**src/source/isa_pkg.sv**
```systemverilog
package isa_pkg;

	// Datapath
	localparam int word_w     = 16;
	localparam int reg_count  = 8;
	localparam int reg_addr_w = 3;
	localparam int shamt_w    = 4;

	// Memories
	localparam int imem_depth = 256;
	localparam int dmem_depth = 256;
	localparam int mem_addr_w = 8;

	// Opcodes, NOP is the all-zero word
	localparam int op_w = 4;
	localparam logic [op_w-1:0] op_nop  = 4'h0;
	localparam logic [op_w-1:0] op_add  = 4'h1;
	localparam logic [op_w-1:0] op_sub  = 4'h2;
	localparam logic [op_w-1:0] op_and  = 4'h3;
	localparam logic [op_w-1:0] op_or   = 4'h4;
	localparam logic [op_w-1:0] op_xor  = 4'h5;
	localparam logic [op_w-1:0] op_sll  = 4'h6;
	localparam logic [op_w-1:0] op_addi = 4'h7;
	localparam logic [op_w-1:0] op_li   = 4'h8;
	localparam logic [op_w-1:0] op_lw   = 4'h9;
	localparam logic [op_w-1:0] op_sw   = 4'ha;
	localparam logic [op_w-1:0] op_beqz = 4'hb;
	localparam logic [op_w-1:0] op_halt = 4'hc;

	// Field positions
	localparam int op_msb   = 15;
	localparam int op_lsb   = 12;
	localparam int rd_msb   = 11;
	localparam int rd_lsb   = 9;
	localparam int rs_msb   = 8;
	localparam int rs_lsb   = 6;
	localparam int rt_msb   = 5;
	localparam int rt_lsb   = 3;
	localparam int imm6_msb = 5;
	localparam int imm6_lsb = 0;
	localparam int imm8_msb = 7;
	localparam int imm8_lsb = 0;
	localparam int imm6_w   = imm6_msb - imm6_lsb + 1;
	localparam int imm8_w   = imm8_msb - imm8_lsb + 1;

endpackage

```
**src/source/reg_file.sv**
```systemverilog
`timescale 1ns/1ps

module reg_file import isa_pkg::*; (
	input  logic                  clk,
	input  logic                  rst_n,
	input  logic                  wr_en,
	input  logic [reg_addr_w-1:0] wr_addr,
	input  logic [word_w-1:0]     wr_data,
	input  logic [reg_addr_w-1:0] rs_addr,
	input  logic [reg_addr_w-1:0] rt_addr,
	output logic [word_w-1:0]     rs_data,
	output logic [word_w-1:0]     rt_data
);
	logic [word_w-1:0] regs [reg_count];

	always_ff @(posedge clk) begin
		if (!rst_n) begin
			for (int i = 0; i < reg_count; i++)
				regs[i] <= '0;
		end else if (wr_en && wr_addr != '0) begin
			regs[wr_addr] <= wr_data;
		end
	end

	// r0 is hardwired zero
	assign rs_data = (rs_addr == '0) ? '0 : regs[rs_addr];
	assign rt_data = (rt_addr == '0) ? '0 : regs[rt_addr];

endmodule

```
**config.mk**
```make
export PLATFORM = sky130hd
export DESIGN_NAME = reg_file
export DESIGN_NICKNAME = d
export VERILOG_FILES = /design/src/source/isa_pkg.sv /design/src/source/reg_file.sv
export SDC_FILE = /design/constraint.sdc
export NUM_CORES = 1
export LEC_CHECK = 0
export BUFFER_PORTS_ARGS = -buffer_cell sky130_fd_sc_hd__buf_2
export CAP_MARGIN = 0
export CORE_MARGIN = 2
export CORE_UTILIZATION = 35
export DETAILED_ROUTE_END_ITERATION = 8
export PLACE_DENSITY = 0.6
export SYNTH_ARGS = -nofsm -noshare
export SYNTH_HDL_FRONTEND = slang
export SYNTH_SLANG_ARGS = --single-unit
```
**constraint.sdc**
```tcl
create_clock -name clk -period 3.5 [get_ports clk]
set_clock_uncertainty 0.2 [all_clocks]
set_input_delay 0.525 -clock clk [delete_from_list [all_inputs] [get_ports clk]]
set_output_delay 0.525 -clock clk [all_outputs]
set_load 0.05 [all_outputs]
```
==> metrics.cfg <==
[run_status]
status = complete, no violations

[critical_path]
slowest_stage = nand2b_1
cpMostUsedCell = buf_2
critPathLaunchType = primary input
cp_cell_sequence = buf_2, nand2b_1, buf_4, a211oi_1, a311oi_1, buf_2
cp_max_fo = 8
slowest_delay_ps = 490
crit_type = primary input to primary output
endpoint_kind = primary output
critPathTopFamily = buffers and inverters
arrival_ps = 2240
cp.required_ps = 2770
crit_buf_inv = 3

[clocking]
cts_setup_buffers = 0
cts.sinks = 112
path_clk_slew_ps = 70
cts_buffers = 9
cts_tree = yes
cts_max_path_buffers = 2
ctsHoldBuffers = 0
ctsResizeCount = 0
clock-root-buffer = clkbuf_16
htree_levels = 3

[die]
die_w_um = 141.4
rows = 50
core_area_mm2 = 0.01858
start_util = 0.3554
die-area_mm2 = 0.01998
die_h_um = 141.4
boundaryPins = 60

[cells_and_area]
layout_commonest_cell = and2_1
regMostFlops = regs
reg_top3 = regs x112
final.fill_count = 1746
fin_area_mm2 = 0.007286
final_cell_mix = and2_1 (113), edfxtp_1 (112), buf_2 (59)
layout-drive-gt1-share = 0.3505
instances_no_fill = 760
largest_reg_flops = 112
fin_nets = 549
area_growth_pct = 10.33

[detailed_routing]
wirelength_um = 17320
ant_nets = 0
dr.pass1.iters = 5
first_iter_violations = 284
vias = 4186
vias_per_cell = 5.508
avgRoutedWirePerCell_um = 22.79
drc = 0

[timing]
fin_crit_sh = 0.8461
report.final.slew_viol_count = 0
tns_ps = 0
fmax_mhz = 337.7
hold_viol = 0
setup_viol = 0
tightest_slew_ps = 928.4
rsz0062_at_grt = no
slew_headroom = 0.3804
fin_crit_ps = 2961

[placed_design]
dp_cells = 744
portBuffers = 59
dpl_cell_area_mm2 = 0.007029
dp_hpwl_um = 11200
finalWeightedCongestion = 0.7638

[synthesis]
synthesis.area_mm2 = 0.006604
ys_types = 30
syn-num-nets = 497
synth_largest_area_cell = edfxtp_1
ys_warn_count = 0
synth-seq-cells = 112
yosysSeqAreaShare = 0.5093
syn_avg_cell_area_um2 = 14.08
synthCells = 469
yosys-top-cells-area = edfxtp_1 (51%), and2_1 (11%), mux2i_1 (7.3%)
synth_top_cell_area_share = 0.5093

[global_routing]
antenna_found_initial = 1
grt.total_usage = 0.1743
grt_max_degree = 38
grt_overflow = 0
grt_pass1_vias = 4356
grt_pass1_wl_um = 25960

[power_and_ir_drop]
intPower_mw = 2.242
swShare = 0.2912
vdd_drop_max_uv = 225.2
power_frac_seq = 0.509
power_per_cell_area_mw_per_mm2 = 434.2
clockPowerShare = 0.293
power_frac_comb = 0.198
p_leak_nw = 2.716
p_sw_mw = 0.9210

[job]
drv_cap = 0

[worst_hold_path]
min_path_type = primary input to flop

## power groups by stage
stage / logic, mW / clock network (mW) / registers, mW
final: 0.627 / 0.926 / 1.61
after global placement: 0.625 / 0 / 1.63
after detailed placement: 0.631 / 0 / 1.64
after CTS: 0.632 / 0.933 / 1.61
after floorplan: 0.480 / 0 / 1.62
after global routing: 0.661 / 0.980 / 1.62
## stage by stage
step | power (mW) | setup slack, ps | hold WS [ps] | util
after floorplan | 2.103 | 475.9 | 523.2 | -
after global placement | 2.258 | 517.7 | 670.1 | 0.3783
after detailed placement | 2.270 | 558.9 | 681.2 | 0.3783
after CTS | 3.175 | 559.5 | 318.0 | 0.3920
after global routing | 3.259 | 458.7 | 345.0 | 0.3921
final | 3.163 | 538.6 | 321.7 | 0.3921
## synth_stat cells
library cell and instances:
a211oi_1 16, a21oi_1 1, a221oi_1 14, a221oi_2 32
a22o_1 1, a311oi_1 6, a311oi_2 10, a31oi_1 1
and2_1 113, buf_12 3, buf_2 13, buf_4 5
buf_6 12, buf_8 2, clkbuf_1 4, clkbuf_2 2
edfxtp_1 112, inv_1 1, mux2_2 4, mux2_4 28
mux2i_1 48, nand2_1 2, nand2b_1 5, nand3_4 1
nand3b_2 1, nor2_2 6, nor2b_1 17, nor2b_4 2
nor3_4 1, o21ai_0 6
## final timing paths
kind / from / slack [ps] / endpoint / cells after the start
setup / recovery: rt_addr[0] / 540 / rt_data[0] / 6
hold / removal: wr_data[6] / 320 / regs[2][6]$_SDFFCE_PN0P_ / 2
## cell families (layout without fill, tap and decap cells)
group,Yosys count,in the layout,synth area share
mux,80,80,0.1432
other cells,0,1,0
compound gates,87,87,0.1478
flops,112,112,0.5093
simple gates,148,148,0.1457
buf+inv,42,98,0.05400
## metal layers
| layer | global-route usage | routed length (um) |
|---|---|---|
| met4 | 0.05474 | 262 |
| met1 | 0.2192 | 7431 |
| met5 | 0 | 0 |
| met3 | 0.02430 | 741 |
| met2 | 0.3107 | 8884 |
## layout make-up
type / count / area [um2] / area share
Timing Repair Buffer: 82 / 467.9 / 0.06423
Tap cell: 234 / 292.8 / 0.04019
Clock buffer: 10 / 229.0 / 0.03143
Multi-Input combinational cell: 315 / 2902 / 0.3982
Inverter: 1 / 3.754 / 0.0005152
Antenna cell: 1 / 2.502 / 0.0003435
Clock inverter: 5 / 25.02 / 0.003435
Sequential cell: 112 / 3363 / 0.4616
No activity file was read; power rests on OpenSTA's default activity.
