===== config.mk =====
export PLATFORM = sky130hd
export DESIGN_NAME = writeback_flat
export DESIGN_NICKNAME = d
export VERILOG_FILES = /design/src/source/isa_pkg.sv /design/src/source/pipe_if.sv /design/src/source/writeback.sv /design/src/flat_wrapper.sv
export SDC_FILE = /design/constraint.sdc
export NUM_CORES = 1
export LEC_CHECK = 0
export BUFFER_PORTS_ARGS = -buffer_cell sky130_fd_sc_hd__buf_4
export CORE_MARGIN = 1
export CORE_UTILIZATION = 39
export DETAILED_ROUTE_END_ITERATION = 12
export HOLD_SLACK_MARGIN = 0.03
export PLACE_DENSITY = 0.89
export REMOVE_ABC_BUFFERS = 1
export SLEW_MARGIN = 20
export SYNTH_ARGS = -nofsm -noshare
export SYNTH_HDL_FRONTEND = slang
export SYNTH_SLANG_ARGS = --single-unit

===== constraint.sdc =====
create_clock -name clk -period 1.6 [get_ports clk]
set_clock_uncertainty 0.05 [all_clocks]
set_input_delay 0.16 -clock clk [delete_from_list [all_inputs] [get_ports clk]]
set_output_delay 0.16 -clock clk [all_outputs]
set_load 0.05 [all_outputs]

===== src/source/isa_pkg.sv =====
package isa_pkg;

	// Datapath
	localparam int word_w     = 16;
	localparam int reg_count  = 8;
	localparam int reg_addr_w = 3;
	localparam int shamt_w    = 4;

	// Memories
	localparam int imem_depth = 256;
	localparam int dmem_depth = 256;
	localparam int mem_addr_w = 8;

	// Opcodes, NOP is the all-zero word
	localparam int op_w = 4;
	localparam logic [op_w-1:0] op_nop  = 4'h0;
	localparam logic [op_w-1:0] op_add  = 4'h1;
	localparam logic [op_w-1:0] op_sub  = 4'h2;
	localparam logic [op_w-1:0] op_and  = 4'h3;
	localparam logic [op_w-1:0] op_or   = 4'h4;
	localparam logic [op_w-1:0] op_xor  = 4'h5;
	localparam logic [op_w-1:0] op_sll  = 4'h6;
	localparam logic [op_w-1:0] op_addi = 4'h7;
	localparam logic [op_w-1:0] op_li   = 4'h8;
	localparam logic [op_w-1:0] op_lw   = 4'h9;
	localparam logic [op_w-1:0] op_sw   = 4'ha;
	localparam logic [op_w-1:0] op_beqz = 4'hb;
	localparam logic [op_w-1:0] op_halt = 4'hc;

	// Field positions
	localparam int op_msb   = 15;
	localparam int op_lsb   = 12;
	localparam int rd_msb   = 11;
	localparam int rd_lsb   = 9;
	localparam int rs_msb   = 8;
	localparam int rs_lsb   = 6;
	localparam int rt_msb   = 5;
	localparam int rt_lsb   = 3;
	localparam int imm6_msb = 5;
	localparam int imm6_lsb = 0;
	localparam int imm8_msb = 7;
	localparam int imm8_lsb = 0;
	localparam int imm6_w   = imm6_msb - imm6_lsb + 1;
	localparam int imm8_w   = imm8_msb - imm8_lsb + 1;

endpackage


===== src/source/pipe_if.sv =====


// Execute to result register
interface exe_wb_if import isa_pkg::*; ();
	logic                  valid;
	logic                  we;
	logic [reg_addr_w-1:0] rd;
	logic [word_w-1:0]     result;

	modport exe (output valid, we, rd, result);
	modport wb  (input valid, we, rd, result);
	// Second forwarding source for decode
	modport fwd (input valid, we, rd, result);
endinterface


===== src/source/writeback.sv =====
`timescale 1ns/1ps

module writeback import isa_pkg::*; (
	input  logic                  clk,
	input  logic                  rst_n,
	exe_wb_if.wb                  in,
	output logic                  wr_en,
	output logic [reg_addr_w-1:0] wr_addr,
	output logic [word_w-1:0]     wr_data,
	output logic                  commit_valid,
	output logic                  commit_we,
	output logic [reg_addr_w-1:0] commit_reg,
	output logic [word_w-1:0]     commit_data,
	output logic [word_w-1:0]     retired
);
	assign wr_en   = in.valid & in.we;
	assign wr_addr = in.rd;
	assign wr_data = in.result;

	// Commit port shows exactly what the register file takes
	assign commit_valid = in.valid;
	assign commit_we    = wr_en;
	assign commit_reg   = in.rd;
	assign commit_data  = in.result;

	always_ff @(posedge clk) begin
		if (!rst_n)
			retired <= '0;
		else if (in.valid)
			retired <= retired + 1'b1;
	end

endmodule

===== src/flat_wrapper.sv =====
// flat-port wrapper written by rule: the top's interface ports become plain ports
module writeback_flat import isa_pkg::*;
  (clk, rst_n, wr_en, wr_addr, wr_data, commit_valid, commit_we, commit_reg, commit_data, retired, in_valid, in_we, in_rd, in_result);
  exe_wb_if in_i ();
  input  logic clk;
  input  logic rst_n;
  output logic wr_en;
  output logic [reg_addr_w-1:0] wr_addr;
  output logic [word_w-1:0] wr_data;
  output logic commit_valid;
  output logic commit_we;
  output logic [reg_addr_w-1:0] commit_reg;
  output logic [word_w-1:0] commit_data;
  output logic [word_w-1:0] retired;
  input wire logic [$bits(in_i.valid)-1:0] in_valid;
  input wire logic [$bits(in_i.we)-1:0] in_we;
  input wire logic [$bits(in_i.rd)-1:0] in_rd;
  input wire logic [$bits(in_i.result)-1:0] in_result;
  assign in_i.valid = in_valid;
  assign in_i.we = in_we;
  assign in_i.rd = in_rd;
  assign in_i.result = in_result;
  writeback u_core (.clk(clk), .rst_n(rst_n), .in(in_i), .wr_en(wr_en), .wr_addr(wr_addr), .wr_data(wr_data), .commit_valid(commit_valid), .commit_we(commit_we), .commit_reg(commit_reg), .commit_data(commit_data), .retired(retired));
endmodule

==> flow_summary.toml <==
[run_status]
status = "completed"

[sta]
fin_crit_ns = 1.49
slew_violations = 0
fin_crit_sh = 0.932
rsz0062_at_grt = "false"
setup_slack_ns = 0.109
max_slew_margin = 0.742
worst_pin_slew_ns = 0.386
finalSetupViolCount = 0
finalHoldViolCount = 0
hold_ws_ns = 0.105
max_freq_mhz = 671

[clock_tree]
clk_pin_slew_ns = 0.10
cts_buffer_depth = 2
worstSkewPairLatency_ns = 0.30
cts_num_sinks = 16
cts_tree = "yes"
cts.hold.buffers_added = 0
postCtsSetupBuffers = 0
cts-root-buf = "clkbuf_4"
htree_levels = 1
cts_resized = 0
cts_buffers = 3

[cells_and_area]
multi_input_area_um2 = 427
nFillCells = 264
largest_register_ffs = 16
fin_cells = 140
final_area_um2 = 1040
seqCellArea_um2 = 322
top_regs = "u_core.retired: 16 flops"
antenna_cells = 0
nets = 135
area_growth_pct = -2.01
drive_above_1_share = 0.364
top_register = "u_core.retired"

[min_path]
holdCritStartpoint = "rst_n"
hold_depth = 3
hold_path_class = "primary input to flip-flop"
hold_end = "u_core.retired[14]"

[worst_setup_path]
cp-start-kind = "flip-flop"
r2r_slack_ns = 0.11
r2r-end = "u_core.retired[14]"
reg2reg_depth = 5
worst-path-max-fanout = 4
worstPathArrival_ns = 1.64
cp.required_ns = 1.75
endpoint_kind = "flip-flop"
crit_type = "flip-flop to flip-flop"
timing.rr.start = "u_core.retired[0]"

[logic_synthesis]
synth_seq_area_share = 0.303
synth_area_um2 = 1060
synth_seq_cells = 16
synth_top_cell_by_area = "dfxtp_1"
synth.lib_cells_used.distinct = 27
synth_area_leaders = "dfxtp_1, buf_4, xnor2_1"
syn_avg_cell_area_um2 = 8.74
synth_top_area_share = 0.303
postSynthCellCount = 121
yosysWarningCount = 0

[die]
die_area_um2 = 2920
die_h_um = 54.1
core_um2 = 2520
placementRows = 18
io_pins = 80
initial_core_util = 0.419
fp.dieW_um = 54.1

[grt]
grt_pass1_vias = 694
grt_max_degree = 14
grtUsageMet3 = 0.138
grt_pass1_wl_um = 3580
use_met2 = 0.228
busiest_layer = "met2"
grt_use_total = 0.181
antenna_found_initial = 0
gr-usage-met1 = 0.213
grt_overflow_total = 0

[detailed_routing]
via_count = 751
post_drt_wl_per_cell_um = 18.4
drt_pass1_iterations = 4
ant_nets = 0
dr.first_iter.drc_count = 7
route.detailed.drc = 0
routed_wirelength_um = 2570
vias_per_cell = 5.36

[power]
leakage_nw = 0.442
power.density_nw_per_um2 = 750
peakVddDrop_v = 0.000292

[place]
place_area_um2 = 986
gp_congestion = 0.738
hpwl_um = 2070
dpl.cell_count = 136
port_buffers = 22
dp_slack_ns = 0.0734

[job]
maxCapViolCount = 0
## cell families after synthesis
group | count (synthesis) | synth area share
buffers and inverters | 45 | 0.305
AND/OR/NAND/NOR | 40 | 0.236
flip-flops | 16 | 0.303
XOR/XNOR | 9 | 0.0746
AO/OA/AOI/OAI | 6 | 0.0320
multiplexers | 4 | 0.0379
adder cells (fa/ha/maj) | 1 | 0.0118
## power breakdown
part / switching (W) / internal (W)
clock: 0.000136 / 0.000139
combinational: 0.0000599 / 0.0000319
sequential: 0.00000584 / 0.000404
## layer usage
metal  vias to the layer above  routed length [um]
met5                         -                   0
li1                        341                   -
met2                        54                1030
met3                         3                 461
met4                         0                  23
met1                       353                1060
## synthesized netlist by cell type
cell type and number:
clkbuf_1 1, nand2b_1 3, nor3_2 2, inv_1 3, xor2_1 3, mux2i_1 4
a21oi_1 3, o21ai_0 2, nand3_1 3, nor4_1 3, nand3_4 1, and4_4 1
or3_2 1, xnor2_1 6, dfxtp_1 16, nor2_1 10, or3_1 1, nand4_1 2
nand4_4 1, or3b_1 1, ha_1 1, o41ai_1 1, nand2_1 8, nor3_1 1
and2_1 1, buf_4 41, nand4_2 1
## placed cells by master (no fill, tap or decap), types with 3 or more instances in the layout
cell and instances:
nand3_1 3, dfxtp_1 15, buf_4 27, xor2_1 3, mux2i_1 4, nand2b_1 3, inv_1 3, nand2_1 8
xnor2_1 6, nor2_1 10, a21oi_1 3, clkbuf_4 3
## how the worst max path moves through the flow
stage | start | to | slack [ns]
finish | u_core.retired[0] | u_core.retired[14] | 0.11
global route | u_core.retired[0] | u_core.retired[14] | 0.01
CTS | u_core.retired[0] | u_core.retired[10] | 0.06
detailed placement | u_core.retired[0] | u_core.retired[10] | 0.07
global placement | u_core.retired[0] | u_core.retired[10] | 0.15
floorplan | u_core.retired[0] | u_core.retired[14] | -0.25
## worst max-delay path: stages, from the launching register on
cell	delay [ns]
dfxtp_2	0.38
ha_1	0.20
nand3_1	0.20
nor3_4	0.28
nand4_1	0.15
mux2i_1	0.14
## area by class of cell
type	count	share of cell area
repair buffers	27	0.196
inverters	3	0.0109
flip-flops and latches	16	0.310
clock buffers	4	0.0350
well taps	30	0.0362
multi-input cells	60	0.412
## per-stage QoR
| step | util | power, W | TNS (ns) |
|---|---|---|---|
| floorplan | - | 0.000467 | -1.24 |
| global route | 0.411 | 0.000806 | 0 |
| detailed placement | 0.391 | 0.000510 | 0 |
| finish | 0.411 | 0.000777 | 0 |
| global placement | 0.391 | 0.000507 | 0 |
| CTS | 0.405 | 0.000782 | 0 |
Note: power is estimated with default switching activity, not from simulation.
