<file path="src/source/isa_pkg.sv">
package isa_pkg;

	// Datapath
	localparam int word_w     = 16;
	localparam int reg_count  = 8;
	localparam int reg_addr_w = 3;
	localparam int shamt_w    = 4;

	// Memories
	localparam int imem_depth = 256;
	localparam int dmem_depth = 256;
	localparam int mem_addr_w = 8;

	// Opcodes, NOP is the all-zero word
	localparam int op_w = 4;
	localparam logic [op_w-1:0] op_nop  = 4'h0;
	localparam logic [op_w-1:0] op_add  = 4'h1;
	localparam logic [op_w-1:0] op_sub  = 4'h2;
	localparam logic [op_w-1:0] op_and  = 4'h3;
	localparam logic [op_w-1:0] op_or   = 4'h4;
	localparam logic [op_w-1:0] op_xor  = 4'h5;
	localparam logic [op_w-1:0] op_sll  = 4'h6;
	localparam logic [op_w-1:0] op_addi = 4'h7;
	localparam logic [op_w-1:0] op_li   = 4'h8;
	localparam logic [op_w-1:0] op_lw   = 4'h9;
	localparam logic [op_w-1:0] op_sw   = 4'ha;
	localparam logic [op_w-1:0] op_beqz = 4'hb;
	localparam logic [op_w-1:0] op_halt = 4'hc;

	// Field positions
	localparam int op_msb   = 15;
	localparam int op_lsb   = 12;
	localparam int rd_msb   = 11;
	localparam int rd_lsb   = 9;
	localparam int rs_msb   = 8;
	localparam int rs_lsb   = 6;
	localparam int rt_msb   = 5;
	localparam int rt_lsb   = 3;
	localparam int imm6_msb = 5;
	localparam int imm6_lsb = 0;
	localparam int imm8_msb = 7;
	localparam int imm8_lsb = 0;
	localparam int imm6_w   = imm6_msb - imm6_lsb + 1;
	localparam int imm8_w   = imm8_msb - imm8_lsb + 1;

endpackage

</file>
<file path="src/source/pipe_pkg.sv">
package pipe_pkg;

	typedef enum logic [2:0] {
		alu_add,
		alu_sub,
		alu_and,
		alu_or,
		alu_xor,
		alu_sll,
		alu_pass_b
	} alu_op_t;

	typedef struct packed {
		alu_op_t alu_op;
		logic    reg_we;
		logic    mem_rd;
		logic    mem_wr;
		logic    is_branch;
		logic    is_halt;
	} ctrl_t;

	// Bubble, no side effects
	localparam ctrl_t ctrl_none = '{alu_add, 1'b0, 1'b0, 1'b0, 1'b0, 1'b0};

endpackage

</file>
<file path="src/source/pipe_if.sv">
`timescale 1ns/1ps

// Decode to execute register
interface dec_exe_if import isa_pkg::*, pipe_pkg::*; ();
	logic                  valid;
	ctrl_t                 ctrl;
	logic [reg_addr_w-1:0] rd;
	logic [word_w-1:0]     a;
	logic [word_w-1:0]     b;
	logic [word_w-1:0]     store_data;
	logic [mem_addr_w-1:0] pc_next;

	modport dec (output valid, ctrl, rd, a, b, store_data, pc_next);
	modport exe (input valid, ctrl, rd, a, b, store_data, pc_next);
endinterface

// Execute to result register
interface exe_wb_if import isa_pkg::*; ();
	logic                  valid;
	logic                  we;
	logic [reg_addr_w-1:0] rd;
	logic [word_w-1:0]     result;

	modport exe (output valid, we, rd, result);
	modport wb  (input valid, we, rd, result);
	// Second forwarding source for decode
	modport fwd (input valid, we, rd, result);
endinterface

</file>
<file path="src/source/decoder.sv">
`timescale 1ns/1ps

module decoder import isa_pkg::*, pipe_pkg::*; (
	input  logic                  clk,
	input  logic                  rst_n,
	input  logic [word_w-1:0]     instr,
	input  logic [mem_addr_w-1:0] pc_next,
	input  logic                  f_valid,
	input  logic                  kill,
	input  logic                  ex_we,
	input  logic [reg_addr_w-1:0] ex_rd,
	input  logic [word_w-1:0]     ex_result,
	output logic [reg_addr_w-1:0] rs_addr,
	output logic [reg_addr_w-1:0] rt_addr,
	input  logic [word_w-1:0]     rs_data,
	input  logic [word_w-1:0]     rt_data,
	exe_wb_if.fwd                 fwd,
	dec_exe_if.dec                out
);
	logic [op_w-1:0]       op;
	logic [reg_addr_w-1:0] rd;
	logic [word_w-1:0]     imm6_sx;
	logic [word_w-1:0]     imm8_zx;
	logic [word_w-1:0]     rs_val;
	logic [word_w-1:0]     rt_val;
	logic [word_w-1:0]     b_sel;
	ctrl_t                 ctrl;

	// Youngest producer wins
	function automatic logic [word_w-1:0] forward(input logic [reg_addr_w-1:0] addr,
			input logic [word_w-1:0] reg_val);
		if (addr == '0)
			return '0;
		if (ex_we && ex_rd == addr)
			return ex_result;
		if (fwd.we && fwd.rd == addr)
			return fwd.result;
		return reg_val;
	endfunction

	assign op      = instr[op_msb:op_lsb];
	assign rd      = instr[rd_msb:rd_lsb];
	assign rs_addr = instr[rs_msb:rs_lsb];
	// SW data and BEQZ test value come from rd
	assign rt_addr = (op == op_sw || op == op_beqz) ? rd : instr[rt_msb:rt_lsb];
	assign imm6_sx = {{(word_w - imm6_w){instr[imm6_msb]}}, instr[imm6_msb:imm6_lsb]};
	assign imm8_zx = {{(word_w - imm8_w){1'b0}}, instr[imm8_msb:imm8_lsb]};

	always_comb begin
		rs_val = forward(rs_addr, rs_data);
		rt_val = forward(rt_addr, rt_data);
	end

	always_comb begin
		ctrl  = ctrl_none;
		b_sel = imm6_sx;
		case (op)
			op_add, op_sub, op_and, op_or, op_xor: begin
				ctrl.reg_we = 1'b1;
				b_sel       = rt_val;
			end
			op_sll, op_addi: ctrl.reg_we = 1'b1;
			op_li: begin
				ctrl.reg_we = 1'b1;
				b_sel       = imm8_zx;
			end
			op_lw: begin
				ctrl.reg_we = 1'b1;
				ctrl.mem_rd = 1'b1;
			end
			op_sw:   ctrl.mem_wr    = 1'b1;
			op_beqz: ctrl.is_branch = 1'b1;
			op_halt: ctrl.is_halt   = 1'b1;
			default: ctrl           = ctrl_none;
		endcase
		case (op)
			op_sub:  ctrl.alu_op = alu_sub;
			op_and:  ctrl.alu_op = alu_and;
			op_or:   ctrl.alu_op = alu_or;
			op_xor:  ctrl.alu_op = alu_xor;
			op_sll:  ctrl.alu_op = alu_sll;
			op_nop, op_add, op_addi, op_lw, op_sw: ctrl.alu_op = alu_add;
			default: ctrl.alu_op = alu_pass_b;
		endcase
	end

	always_ff @(posedge clk) begin
		if (!rst_n)
			out.valid <= 1'b0;
		else
			out.valid <= f_valid & ~kill;
	end

	always_ff @(posedge clk) begin
		out.ctrl       <= ctrl;
		out.rd         <= rd;
		out.a          <= rs_val;
		out.b          <= b_sel;
		out.store_data <= rt_val;
		out.pc_next    <= pc_next;
	end

endmodule

</file>
<file path="src/flat_wrapper.sv">
// flat-port wrapper written by rule: the top's interface ports become plain ports
module decoder_flat import isa_pkg::*, pipe_pkg::*;
  (clk, rst_n, instr, pc_next, f_valid, kill, ex_we, ex_rd, ex_result, rs_addr, rt_addr, rs_data, rt_data, fwd_valid, fwd_we, fwd_rd, fwd_result, out_valid, out_ctrl, out_rd, out_a, out_b, out_store_data, out_pc_next);
  exe_wb_if fwd_i ();
  dec_exe_if out_i ();
  input  logic clk;
  input  logic rst_n;
  input  logic [word_w-1:0] instr;
  input  logic [mem_addr_w-1:0] pc_next;
  input  logic f_valid;
  input  logic kill;
  input  logic ex_we;
  input  logic [reg_addr_w-1:0] ex_rd;
  input  logic [word_w-1:0] ex_result;
  output logic [reg_addr_w-1:0] rs_addr;
  output logic [reg_addr_w-1:0] rt_addr;
  input  logic [word_w-1:0] rs_data;
  input  logic [word_w-1:0] rt_data;
  input wire logic [$bits(fwd_i.valid)-1:0] fwd_valid;
  input wire logic [$bits(fwd_i.we)-1:0] fwd_we;
  input wire logic [$bits(fwd_i.rd)-1:0] fwd_rd;
  input wire logic [$bits(fwd_i.result)-1:0] fwd_result;
  output wire logic [$bits(out_i.valid)-1:0] out_valid;
  output wire logic [$bits(out_i.ctrl)-1:0] out_ctrl;
  output wire logic [$bits(out_i.rd)-1:0] out_rd;
  output wire logic [$bits(out_i.a)-1:0] out_a;
  output wire logic [$bits(out_i.b)-1:0] out_b;
  output wire logic [$bits(out_i.store_data)-1:0] out_store_data;
  output wire logic [$bits(out_i.pc_next)-1:0] out_pc_next;
  assign fwd_i.valid = fwd_valid;
  assign fwd_i.we = fwd_we;
  assign fwd_i.rd = fwd_rd;
  assign fwd_i.result = fwd_result;
  assign out_valid = out_i.valid;
  assign out_ctrl = out_i.ctrl;
  assign out_rd = out_i.rd;
  assign out_a = out_i.a;
  assign out_b = out_i.b;
  assign out_store_data = out_i.store_data;
  assign out_pc_next = out_i.pc_next;
  decoder u_core (.clk(clk), .rst_n(rst_n), .instr(instr), .pc_next(pc_next), .f_valid(f_valid), .kill(kill), .ex_we(ex_we), .ex_rd(ex_rd), .ex_result(ex_result), .rs_addr(rs_addr), .rt_addr(rt_addr), .rs_data(rs_data), .rt_data(rt_data), .fwd(fwd_i), .out(out_i));
endmodule
</file>
<file path="config.mk">
export PLATFORM = sky130hd
export DESIGN_NAME = decoder_flat
export DESIGN_NICKNAME = d
export VERILOG_FILES = /design/src/source/isa_pkg.sv /design/src/source/pipe_pkg.sv /design/src/source/pipe_if.sv /design/src/source/decoder.sv /design/src/flat_wrapper.sv
export SDC_FILE = /design/constraint.sdc
export NUM_CORES = 1
export LEC_CHECK = 0
export ABC_AREA = 1
export BUFFER_PORTS_ARGS = -buffer_cell sky130_fd_sc_hd__buf_2
export CORE_MARGIN = 5
export CORE_UTILIZATION = 41
export CTS_CLUSTER_DIAMETER = 60
export DETAILED_ROUTE_END_ITERATION = 6
export GPL_TIMING_DRIVEN = 0
export PLACE_DENSITY_LB_ADDON = 0.05
export SYNTH_ARGS = -nofsm -noshare
export SYNTH_HDL_FRONTEND = slang
export SYNTH_SLANG_ARGS = --single-unit
export TNS_END_PERCENT = 5
</file>
<file path="constraint.sdc">
create_clock -name clk -period 1.65 [get_ports clk]
set_clock_uncertainty 0.15 [all_clocks]
set_input_delay 0.165 -clock clk [delete_from_list [all_inputs] [get_ports clk]]
set_output_delay 0.165 -clock clk [all_outputs]
set_load 0.05 [all_outputs]
</file>
==> results.yml <==
layout:
  syn_to_final_growth_pct: 66.9
  final_cells: 837
  antenna_cells: 0
  nFillCells: 714
  final_nets: 832
  drive_above_1_share: 0.428
detailed_routing:
  wl_per_cell_microns: 14.2
  vias: 3906
  viasPerCell: 4.67
  ant_nets: 0
  dr.pass1.iters: 4
  drtIter0Drc: 165
  drc: 0
  routed_wl_microns: 11800
synthesis:
  synthAdderAreaFrac: 0.0148
  synth_compound_area_frac: 0.108
  netlist_instances: 474
  synth.top_cells.by_area: "dfxtp_1, nand2_1, inv_1"
  yosys-mux-area-fraction: 0
  synth_xor_area_frac: 0.00258
  ys_ff_latch: 68
  synth-warning-count: 0
  synth_area_sq_um: 3390
  yosys.area.top_type_share: 0.402
  ys_types: 24
  synth_top_family_by_area: "simple AND/OR/NAND/NOR gates"
  yosysTopAreaCell: "dfxtp_1"
  synthSimpleGateAreaFrac: 0.318
  ys_seq_area_frac: 0.402
  synthesis.nets: 579
  syn_avg_cell_area_sq_um: 7.15
clock_network:
  numCtsBuffers: 9
  cts.htree.levels: 3
  path_clk_slew_ns: 0.08
  clk_path_buf_depth: 2
  clock_sinks: 68
  cts-root-buf: "clkbuf_8"
  cts_tree: "built"
setup_path:
  cp.required_ns: 1.74
  slowest_stage: "nor2_8"
  cp_cell_sequence: "buf_4, ha_4, inv_4, nand2_8, nand2_8, nand2_4, nand3_4, nand2_4, nor2_8, nand2_8, clkbuf_16, nand2_2, nand3_2, nand3_1, nand2_1"
  crit_top_cell: "nand2_8"
  slowest_delay_ns: 0.18
  arrival_ns: 1.72
  path_class: "input port to register"
  crit_fanout: 8
  end_kind: "register"
  start_kind: "input port"
placed_design:
  place_hpwl_microns: 8710
  numPortBuffers: 173
  placedCellCount: 752
  gp_congestion: 0.900
power:
  powerDensity_nw_per_um2: 900
  ir_worst_vdd_mv: 0.387
  total_leakage_power_nw: 3.18
  power.total_w: 0.00509
die:
  die_area_sq_um: 10200
  fp.dieH_microns: 101
  die_w_microns: 101
  num_rows: 33
  start_util: 0.417
  io_pins: 175
  core_area_sq_um: 8130
min_path:
  hp-start: "rt_data[2]"
  min_path_type: "input port to register"
  whs_path_depth: 5
  min_to: "u_core.out.store_data[2]"
global_routing:
  overflow: 0
  antenna_found_initial: 0
  grt_usage: 0.230
  grt_pass1_wl_microns: 18200
  grt_max_degree: 14
  grt_pass1_vias: 4011
timing:
  relSlewSlack: 0.737
  setup_viol: 0
  report.final.slew_viol_count: 0
  fin_crit_ns: 1.63
  grt_setup_unrepaired: "yes"
  hold_violations: 0
  fin_crit_sh: 0.988
  worst_slew_pin_slew_ns: 0.395
  max_freq_mhz: 613
outcome:
  outcome: "finished, final reports clean"
job:
  maxCapViolCount: 0
cell families (layout without fill, tap and decap cells):
| family | after synthesis | count (layout) |
|---|---|---|
| AO/OA/AOI/OAI | 64 | 64 |
| flip-flops | 68 | 68 |
| buffers and inverters | 126 | 384 |
| AND/OR/NAND/NOR | 211 | 211 |
| adder cells (fa/ha/maj) | 4 | 4 |
| XOR/XNOR | 1 | 1 |
critical path: cells and delay by family:
kind          cells  cell delay (ns)
buf+inv           3             0.39
fa+ha+maj         1             0.16
simple gates     11             1.00
registers in the layout (all words and copies together) (netlist names):
register               cells
u_core.out.a              16
u_core.out.rd              3
u_core.out.store_data     16
u_core.out.pc_next         8
u_core.out.valid           1
u_core.out.b              16
u_core.out.ctrl            8
metrics by stage:
stage                util  setup TNS [ns]  instance area (sq um)  hold slack, ns  setup WS [ns]
floorplan               -          -0.461                   3560          0.0427        -0.0523
global placement    0.560          -20.81                   4560           0.117         -0.830
detailed placement  0.560          -22.26                   4560           0.119         -0.868
CTS                 0.653         -0.0278                   5310        0.000840        -0.0170
global route        0.695          -0.378                   5650          0.0194        -0.0417
finish              0.695               0                   5650          0.0167         0.0198
report_power, final:
part,total (W),internal [W],switching [W]
combinational,0.00184,0.000587,0.00126
sequential,0.00185,0.00181,0.0000422
clock,0.00139,0.000702,0.000690
area by class of cell:
| class | count | area, sq um | area share |
|---|---|---|---|
| Inverter | 108 | 430 | 0.0761 |
| Clock buffer | 9 | 124 | 0.0219 |
| Tap cell | 105 | 131 | 0.0232 |
| Clock inverter | 7 | 75.1 | 0.0133 |
| Timing Repair Buffer | 242 | 1560 | 0.275 |
| Buffer | 18 | 156 | 0.0277 |
| Sequential cell | 68 | 1360 | 0.241 |
| Multi-Input combinational cell | 280 | 1820 | 0.322 |
worst max path at each step:
stage	cells past startpoint	to	start
2_1_floorplan	15	u_core.out.b[12]	instr[12]
3_3_place_gp	10	u_core.out.b[12]	instr[12]
3_5_place_dp	10	u_core.out.b[0]	instr[12]
4_1_cts	16	u_core.out.b[0]	instr[12]
5_1_grt	15	u_core.out.b[6]	instr[13]
6_report	15	u_core.out.b[14]	instr[13]
cell usage in the layout (no fill, tap or decap), types with 9 or more instances in the layout:
master	synthesis	routed
inv_2	13	14
o21bai_1	16	16
nand2_4	1	9
dfxtp_1	68	68
buf_6	3	10
nand2_2	9	15
inv_1	95	90
nand3_2	14	33
buf_4	7	16
dlygate4sd3_1	0	52
nand2_1	104	85
nand3_1	67	45
clkbuf_8	0	9
buf_2	2	172
o21ai_0	37	36
metal layers:
layer	track usage	up-vias	part of all wire
li1	-	1974	-
met1	0.254	1775	0.40
met2	0.427	138	0.52
met3	0.0512	19	0.067
met4	0.0798	0	0.019
met5	0	-	0
Yosys cell counts:
library cell / count
a31oi_1: 3
a21oi_1: 5
nand3_2: 14
nor2_1: 7
nand2_2: 9
o21ai_0: 37
o21ai_1: 1
nor2_4: 4
buf_4: 7
o21bai_1: 16
clkbuf_1: 6
inv_2: 13
inv_1: 95
o22ai_1: 2
xnor2_1: 1
dfxtp_1: 68
buf_6: 3
nand2_4: 1
nand2_1: 104
nor2_8: 3
nand3_1: 67
ha_1: 4
nand4_1: 2
buf_2: 2
repair_timing:
action / in CTS / in global routing
hold endpoints to repair: 54 / 0
setup buffers: 4 / 10
pin swaps: 5 / 20
gates cloned: 0 / 3
hold buffers: 52 / 0
endpoints found under the setup margin: 27 / 40
resized for setup: 2 / 61
Power figures use the tool's default switching activity.
