--- src/source/isa_pkg.sv ---
package isa_pkg;

	// Datapath
	localparam int word_w     = 16;
	localparam int reg_count  = 8;
	localparam int reg_addr_w = 3;
	localparam int shamt_w    = 4;

	// Memories
	localparam int imem_depth = 256;
	localparam int dmem_depth = 256;
	localparam int mem_addr_w = 8;

	// Opcodes, NOP is the all-zero word
	localparam int op_w = 4;
	localparam logic [op_w-1:0] op_nop  = 4'h0;
	localparam logic [op_w-1:0] op_add  = 4'h1;
	localparam logic [op_w-1:0] op_sub  = 4'h2;
	localparam logic [op_w-1:0] op_and  = 4'h3;
	localparam logic [op_w-1:0] op_or   = 4'h4;
	localparam logic [op_w-1:0] op_xor  = 4'h5;
	localparam logic [op_w-1:0] op_sll  = 4'h6;
	localparam logic [op_w-1:0] op_addi = 4'h7;
	localparam logic [op_w-1:0] op_li   = 4'h8;
	localparam logic [op_w-1:0] op_lw   = 4'h9;
	localparam logic [op_w-1:0] op_sw   = 4'ha;
	localparam logic [op_w-1:0] op_beqz = 4'hb;
	localparam logic [op_w-1:0] op_halt = 4'hc;

	// Field positions
	localparam int op_msb   = 15;
	localparam int op_lsb   = 12;
	localparam int rd_msb   = 11;
	localparam int rd_lsb   = 9;
	localparam int rs_msb   = 8;
	localparam int rs_lsb   = 6;
	localparam int rt_msb   = 5;
	localparam int rt_lsb   = 3;
	localparam int imm6_msb = 5;
	localparam int imm6_lsb = 0;
	localparam int imm8_msb = 7;
	localparam int imm8_lsb = 0;
	localparam int imm6_w   = imm6_msb - imm6_lsb + 1;
	localparam int imm8_w   = imm8_msb - imm8_lsb + 1;

endpackage

--- src/source/pipe_pkg.sv ---
package pipe_pkg;

	typedef enum logic [2:0] {
		alu_add,
		alu_sub,
		alu_and,
		alu_or,
		alu_xor,
		alu_sll,
		alu_pass_b
	} alu_op_t;

	typedef struct packed {
		alu_op_t alu_op;
		logic    reg_we;
		logic    mem_rd;
		logic    mem_wr;
		logic    is_branch;
		logic    is_halt;
	} ctrl_t;

	// Bubble, no side effects
	localparam ctrl_t ctrl_none = '{alu_add, 1'b0, 1'b0, 1'b0, 1'b0, 1'b0};

endpackage

--- src/source/pipe_if.sv ---
`timescale 1ns/1ps

// Decode to execute register
interface dec_exe_if import isa_pkg::*, pipe_pkg::*; ();
	logic                  valid;
	ctrl_t                 ctrl;
	logic [reg_addr_w-1:0] rd;
	logic [word_w-1:0]     a;
	logic [word_w-1:0]     b;
	logic [word_w-1:0]     store_data;
	logic [mem_addr_w-1:0] pc_next;

	modport dec (output valid, ctrl, rd, a, b, store_data, pc_next);
	modport exe (input valid, ctrl, rd, a, b, store_data, pc_next);
endinterface

// Execute to result register
interface exe_wb_if import isa_pkg::*; ();
	logic                  valid;
	logic                  we;
	logic [reg_addr_w-1:0] rd;
	logic [word_w-1:0]     result;

	modport exe (output valid, we, rd, result);
	modport wb  (input valid, we, rd, result);
	// Second forwarding source for decode
	modport fwd (input valid, we, rd, result);
endinterface

--- src/source/data_mem.sv ---
`timescale 1ns/1ps

module data_mem import isa_pkg::*; (
	input  logic                  clk,
	input  logic                  we,
	input  logic [mem_addr_w-1:0] addr,
	input  logic [word_w-1:0]     wdata,
	output logic [word_w-1:0]     rdata
);
	logic [word_w-1:0] mem [dmem_depth];

	always_ff @(posedge clk) begin
		if (we)
			mem[addr] <= wdata;
	end

	// Read is same-cycle, so a load never stalls
	assign rdata = mem[addr];

endmodule

--- src/source/execute_stage.sv ---
`timescale 1ns/1ps

module execute_stage import isa_pkg::*, pipe_pkg::*; (
	input  logic                  clk,
	input  logic                  rst_n,
	dec_exe_if.exe                in,
	exe_wb_if.exe                 out,
	output logic                  redirect,
	output logic [mem_addr_w-1:0] target,
	output logic                  halt,
	output logic                  ex_we,
	output logic [reg_addr_w-1:0] ex_rd,
	output logic [word_w-1:0]     ex_result
);
	logic [word_w-1:0] alu_res;
	logic [word_w-1:0] mem_rdata;
	logic              taken;
	logic              halt_now;

	always_comb begin
		case (in.ctrl.alu_op)
			alu_add: alu_res = in.a + in.b;
			alu_sub: alu_res = in.a - in.b;
			alu_and: alu_res = in.a & in.b;
			alu_or:  alu_res = in.a | in.b;
			alu_xor: alu_res = in.a ^ in.b;
			alu_sll: alu_res = in.a << in.b[shamt_w-1:0];
			default: alu_res = in.b;
		endcase
	end

	// ALU sum is the load/store address
	data_mem __data_mem (
		.clk   (clk),
		.we    (in.valid & in.ctrl.mem_wr),
		.addr  (alu_res[mem_addr_w-1:0]),
		.wdata (in.store_data),
		.rdata (mem_rdata)
	);

	assign ex_result = in.ctrl.mem_rd ? mem_rdata : alu_res;
	assign ex_rd     = in.rd;
	assign ex_we     = in.valid & in.ctrl.reg_we & (in.rd != '0);

	assign taken    = in.valid & in.ctrl.is_branch & (in.store_data == '0);
	assign halt_now = in.valid & in.ctrl.is_halt;
	// HALT flushes the younger pair like a taken branch
	assign redirect = taken | halt_now;
	assign target   = in.pc_next + in.b[mem_addr_w-1:0];

	// Sticky until reset
	always_ff @(posedge clk) begin
		if (!rst_n)
			halt <= 1'b0;
		else if (halt_now)
			halt <= 1'b1;
	end

	always_ff @(posedge clk) begin
		if (!rst_n) begin
			out.valid <= 1'b0;
			out.we    <= 1'b0;
		end else begin
			out.valid <= in.valid;
			out.we    <= ex_we;
		end
	end

	always_ff @(posedge clk) begin
		out.rd     <= in.rd;
		out.result <= ex_result;
	end

endmodule

--- src/flat_wrapper.sv ---
// flat-port wrapper written by rule: the top's interface ports become plain ports
module execute_stage_flat import isa_pkg::*, pipe_pkg::*;
  (clk, rst_n, redirect, target, halt, ex_we, ex_rd, ex_result, in_valid, in_ctrl, in_rd, in_a, in_b, in_store_data, in_pc_next, out_valid, out_we, out_rd, out_result);
  dec_exe_if in_i ();
  exe_wb_if out_i ();
  input  logic clk;
  input  logic rst_n;
  output logic redirect;
  output logic [mem_addr_w-1:0] target;
  output logic halt;
  output logic ex_we;
  output logic [reg_addr_w-1:0] ex_rd;
  output logic [word_w-1:0] ex_result;
  input wire logic [$bits(in_i.valid)-1:0] in_valid;
  input wire logic [$bits(in_i.ctrl)-1:0] in_ctrl;
  input wire logic [$bits(in_i.rd)-1:0] in_rd;
  input wire logic [$bits(in_i.a)-1:0] in_a;
  input wire logic [$bits(in_i.b)-1:0] in_b;
  input wire logic [$bits(in_i.store_data)-1:0] in_store_data;
  input wire logic [$bits(in_i.pc_next)-1:0] in_pc_next;
  output wire logic [$bits(out_i.valid)-1:0] out_valid;
  output wire logic [$bits(out_i.we)-1:0] out_we;
  output wire logic [$bits(out_i.rd)-1:0] out_rd;
  output wire logic [$bits(out_i.result)-1:0] out_result;
  assign in_i.valid = in_valid;
  assign in_i.ctrl = in_ctrl;
  assign in_i.rd = in_rd;
  assign in_i.a = in_a;
  assign in_i.b = in_b;
  assign in_i.store_data = in_store_data;
  assign in_i.pc_next = in_pc_next;
  assign out_valid = out_i.valid;
  assign out_we = out_i.we;
  assign out_rd = out_i.rd;
  assign out_result = out_i.result;
  execute_stage u_core (.clk(clk), .rst_n(rst_n), .in(in_i), .out(out_i), .redirect(redirect), .target(target), .halt(halt), .ex_we(ex_we), .ex_rd(ex_rd), .ex_result(ex_result));
endmodule
--- config.mk ---
export PLATFORM = sky130hd
export DESIGN_NAME = execute_stage_flat
export DESIGN_NICKNAME = d
export VERILOG_FILES = /design/src/source/isa_pkg.sv /design/src/source/pipe_pkg.sv /design/src/source/pipe_if.sv /design/src/source/data_mem.sv /design/src/source/execute_stage.sv /design/src/flat_wrapper.sv
export SDC_FILE = /design/constraint.sdc
export NUM_CORES = 2
export LEC_CHECK = 0
export BUFFER_PORTS_ARGS = -buffer_cell sky130_fd_sc_hd__buf_2
export CAP_MARGIN = 20
export CELL_PAD_IN_SITES_DETAIL_PLACEMENT = 2
export CELL_PAD_IN_SITES_GLOBAL_PLACEMENT = 2
export CORE_MARGIN = 1
export CORE_UTILIZATION = 39
export CTS_BUF_LIST = sky130_fd_sc_hd__clkbuf_8 sky130_fd_sc_hd__clkbuf_16
export CTS_CLUSTER_DIAMETER = 200
export CTS_CLUSTER_SIZE = 40
export DETAILED_ROUTE_END_ITERATION = 8
export HOLD_SLACK_MARGIN = 0.05
export PLACE_DENSITY = 0.73
export SYNTH_ARGS = -nofsm -noshare
export SYNTH_HDL_FRONTEND = slang
export SYNTH_SLANG_ARGS = --single-unit
--- constraint.sdc ---
create_clock -name clk -period 4.64 [get_ports clk]
set_input_delay 0 -clock clk [delete_from_list [all_inputs] [get_ports clk]]
set_output_delay 0 -clock clk [all_outputs]
set_load 0.02 [all_outputs]
==> out/metrics.csv <==
stage;metric;value;unit
clock_network;CTS max path bufs;4;
outcome;outcome;finished, violations left;
timing;Fmax achieved;0.172;GHz
setup_path;crit path DAT;5820;ps
timing;setup violators final;18;
timing;fin crit share;1.25;
min_path;WHS Endpoint;u_core.__data_mem.mem[101][15];
logic_synthesis;mux contribution to synthesized area;0.0741;
logic_synthesis;Mapped Cells;10613;
setup_path;critical path startpoint category;primary input;
floorplan;Ports;121;
logic_synthesis;most common cell in the netlist;edfxtp_1;
setup_path;largest fanout on the critical path;7;
clock_network;Root Buffer;clkbuf_16;
global_routing;vias in the first global route;120016;
cells_and_area;Fill cells;38105;
setup_path;R2R setup slack;960;ps
power;Leak;0.0670;uW
detailed_routing;routed len/inst;47.1;um
timing;final hold slack;70.1;ps
cells_and_area;area delta synth->final;21.3;%
global_routing;initial antenna violation count;91;
placed_design;routability cong.;0.929;
detailed_routing;DRC violations left;0;
setup_path;FF-to-FF Start;u_core.__data_mem.mem[166][13];
cells_and_area;area occupied by multi-input gates;0.0412;mm^2
timing;worst slew pin tran;1660;ps
cells_and_area;layout cell share with drive strength beyond 1;0.262;
power;Peak VDD IR;0.375;mV
setup_path;Worst EP required;4640;ps
clock_network;Reg clk slew, reported paths;180;ps
min_path;Hold Crit Start;in_store_data[15];
detailed_routing;Vias/cell;6.88;
setup_path;worst reg-to-reg path cell count;11;
timing;setup tns final;-9730;ps
floorplan;DIE AREA;0.423;mm^2
global_routing;first-pass GRT wire length;1050;mm
timing;worst setup slack after layout;-1180;ps
placed_design;number of port buffers;120;
timing;min cycle time layout;5820;ps
flow_run;Max-Cap Viols;2;
setup_path;Crit Reg-Reg Endpoint;u_core.out.result[13];
setup_path;Crit. End Element;output port;
logic_synthesis;count of different cell masters after synthesis;88;
floorplan;Rows;237;
logic_synthesis;Seq cells post-synth;4118;
placed_design;dpl hpwl;484;mm
logic_synthesis;post-synthesis async set-or-reset flop share;0;
floorplan;initial core utilization;0.393;
placed_design;dpl cells;17187;
min_path;worst hold path depth;3;
logic_synthesis;Post-synth EDFFs;4096;
logic_synthesis;commonest cells in the netlist;edfxtp_1 (4,096), nand2_1 (2,383), nand3_1 (817);
clock_network;Clock Latency Late Sink;1110;ps
logic_synthesis;Synth Area in XOR/XNOR;0.00176;
logic_synthesis;Simple-Gate Fraction of Synth Area;0.103;
timing;RSZ-0062 raised after global routing;yes;
logic_synthesis;Synth top area share;0.750;
logic_synthesis;synth warn;0;
cells_and_area;Final Instance Count excl. Fillers;17775;
cells_and_area;FF+latch area;0.123;mm^2
setup_path;crit path from;in_ctrl[7];
logic_synthesis;Net Count, Synth;10741;
floorplan;Die Wd;651;um
logic_synthesis;largest family of logic cells by synthesized area;simple AND/OR/NAND/NOR gates;
setup_path;crit path kind;primary input to output port;
logic_synthesis;sequential share of the synthesized area;0.752;
detailed_routing;DRT Pass-1 Iters;6;
global_routing;Tot GR Track Use;0.361;
logic_synthesis;post-synthesis compound-gate area fraction;0.0435;
timing;Pins Over Slew Limit;2;
detailed_routing;Iter 0 DRT Violations;20976;
outcome;failing checks;max-capacitance violations, max-slew violations, negative setup slack;
clock_network;CTS sink count;4118;
power;power density over the cells;387;mW/mm^2
logic_synthesis;top cells by area, synth;edfxtp_1 (75%), mux4_2 (6.0%), nand2_1 (5.5%);
cells_and_area;Layout Nets;12268;
floorplan;Die Y;651;um
clock_network;CTS H-tree lvls;3;
power;overall power;77000;uW
floorplan;core box area;0.418;mm^2
min_path;Hold Crit Class;primary input to flop;
logic_synthesis;Netlist Area Pre-Place;0.164;mm^2
detailed_routing;Final ANT Viol Nets;0;
logic_synthesis;cell accounting for the most synthesized area;edfxtp_1;
clock_network;CTS tree;built;
logic_synthesis;Avg Cell Area, Syn;15.5;um^2
detailed_routing;total wire length;837;mm
timing;Rel. slew slack;-0.114;
global_routing;pin count of the biggest net entering global routing;138;
clock_network;Num CTS Buffers;117;
timing;Final Hold Viols;0;
timing;clock skew;115;ps
logic_synthesis;Post-Synth Adder-Cell Area;0.00451;
global_routing;GRT overflow;0;
logic_synthesis;prevailing post-synth register cell;edfxtp_1;
detailed_routing;routed via count;122229;
-- worst max-delay path by stage --
stage	slack (ps)	endpoint	cells after the start
4_1_cts	-230	ex_result[9]	24
3_5_place_dp	-1640	ex_result[14]	24
5_1_grt	-900	ex_result[13]	28
6_report	-1180	ex_result[13]	28
3_3_place_gp	-1570	ex_result[14]	24
2_1_floorplan	-200	u_core.__data_mem.mem[137][0]	20
-- through the flow --
stage	setup slack [ps]	utilization	area (um^2)
after floorplan	-200	-	164000
after global placement	-1570	0.447	187000
after detailed placement	-1640	0.447	187000
after CTS	-233	0.468	196000
after global routing	-896	0.476	199000
final	-1180	0.476	199000
-- layer usage --
metal | share of wire | up-vias | global-route usage
li1 | - | 43549 | -
met1 | 0.33 | 63753 | 0.433
met2 | 0.44 | 11313 | 0.558
met3 | 0.13 | 3552 | 0.108
met4 | 0.097 | 62 | 0.257
met5 | 0.00094 | - | 0.00204
-- registers in the layout (all words and copies together), names as in the netlist --
register / flops
u_core.out.we: 1
u_core.out.rd: 3
u_core.__data_mem.mem: 4096
u_core.out.valid: 1
u_core.halt: 1
u_core.out.result: 16
-- critical path, stage by stage --
cell and delay, ps:
buf_8 100, nor2_4 120, nand2_2 100, buf_6 140, nand2_2 80, o21ai_4 80, inv_2 70, ha_4 200
buf_4 130, nand3b_1 160, a21o_1 220, a21oi_4 120, buf_6 160, nor3_4 370, buf_12 200, buf_16 190
buf_12 170, buf_6 100, buf_8 120, and3_4 190, a311oi_2 70, a31oi_4 330, o22ai_4 190, nor4_4 1250
a211o_4 330, a41oi_2 170, buf_6 230, buf_6 140
-- final cells by class --
cell class | count | share of cell area
flip-flops and latches | 4118 | 0.620
multi-input cells | 5781 | 0.207
repair buffers | 2079 | 0.120
well taps | 5497 | 0.0346
clock buffers | 118 | 0.0148
clock inverters | 66 | 0.00160
diodes | 73 | 0.000918
inverters | 43 | 0.000823
-- timing repair --
| action | 4_1_cts | 5_1_grt |
|---|---|---|
| hold buffers | 52 | 3 |
| gates resized for setup | 628 | 373 |
| setup endpoints to repair | 29 | 16 |
| buffers inserted | 120 | 134 |
| gates cloned | 23 | 16 |
| pin swaps | 119 | 125 |
| hold endpoints to repair | 2537 | 6 |
-- power breakdown --
group          switching [uW]  internal (uW)  total [uW]
sequential                105          41000       41100
combinational           12400           6550       18900
clock                   12200           4710       16900
total                   24700          52300       77000
-- placed cells by master (no fill, tap or decap), drive strengths merged, types with 15 or more instances in the layout --
cell type | Yosys | final
dlygate4sd3 | 0 | 49
a311oi | 126 | 126
mux4 | 440 | 440
diode | 0 | 73
a221oi | 24 | 24
xnor2 | 28 | 28
a211oi | 25 | 25
a31oi | 203 | 203
o22ai | 103 | 103
nand2 | 2383 | 2383
ha | 56 | 56
nor2b | 15 | 15
nor4 | 41 | 41
and2 | 32 | 32
a2111oi | 16 | 16
inv | 43 | 105
mux2i | 217 | 217
nor2 | 348 | 348
and3 | 185 | 185
o21ai | 117 | 117
nor3 | 50 | 50
dfxtp | 22 | 22
bufbuf | 0 | 19
edfxtp | 4096 | 4096
nand4 | 54 | 54
nand3 | 817 | 817
buf | 462 | 1993
a32oi | 21 | 21
clkbuf | 209 | 136
a22oi | 26 | 26
a21oi | 245 | 245
o211ai | 24 | 24
-- kinds of logic (layout without fill, tap and decap cells) --
logic type | count (synthesis) | in the layout
DFF | 4118 | 4118
and+or+nand+nor | 3961 | 3961
AOI/OAI and AO/OA | 1066 | 1066
buffers and inverters | 714 | 2306
muxes | 663 | 663
adders and majority gates | 58 | 58
xor gates and xnor gates | 33 | 33
other | 0 | 73
Note: power is estimated with default switching activity, not from simulation.
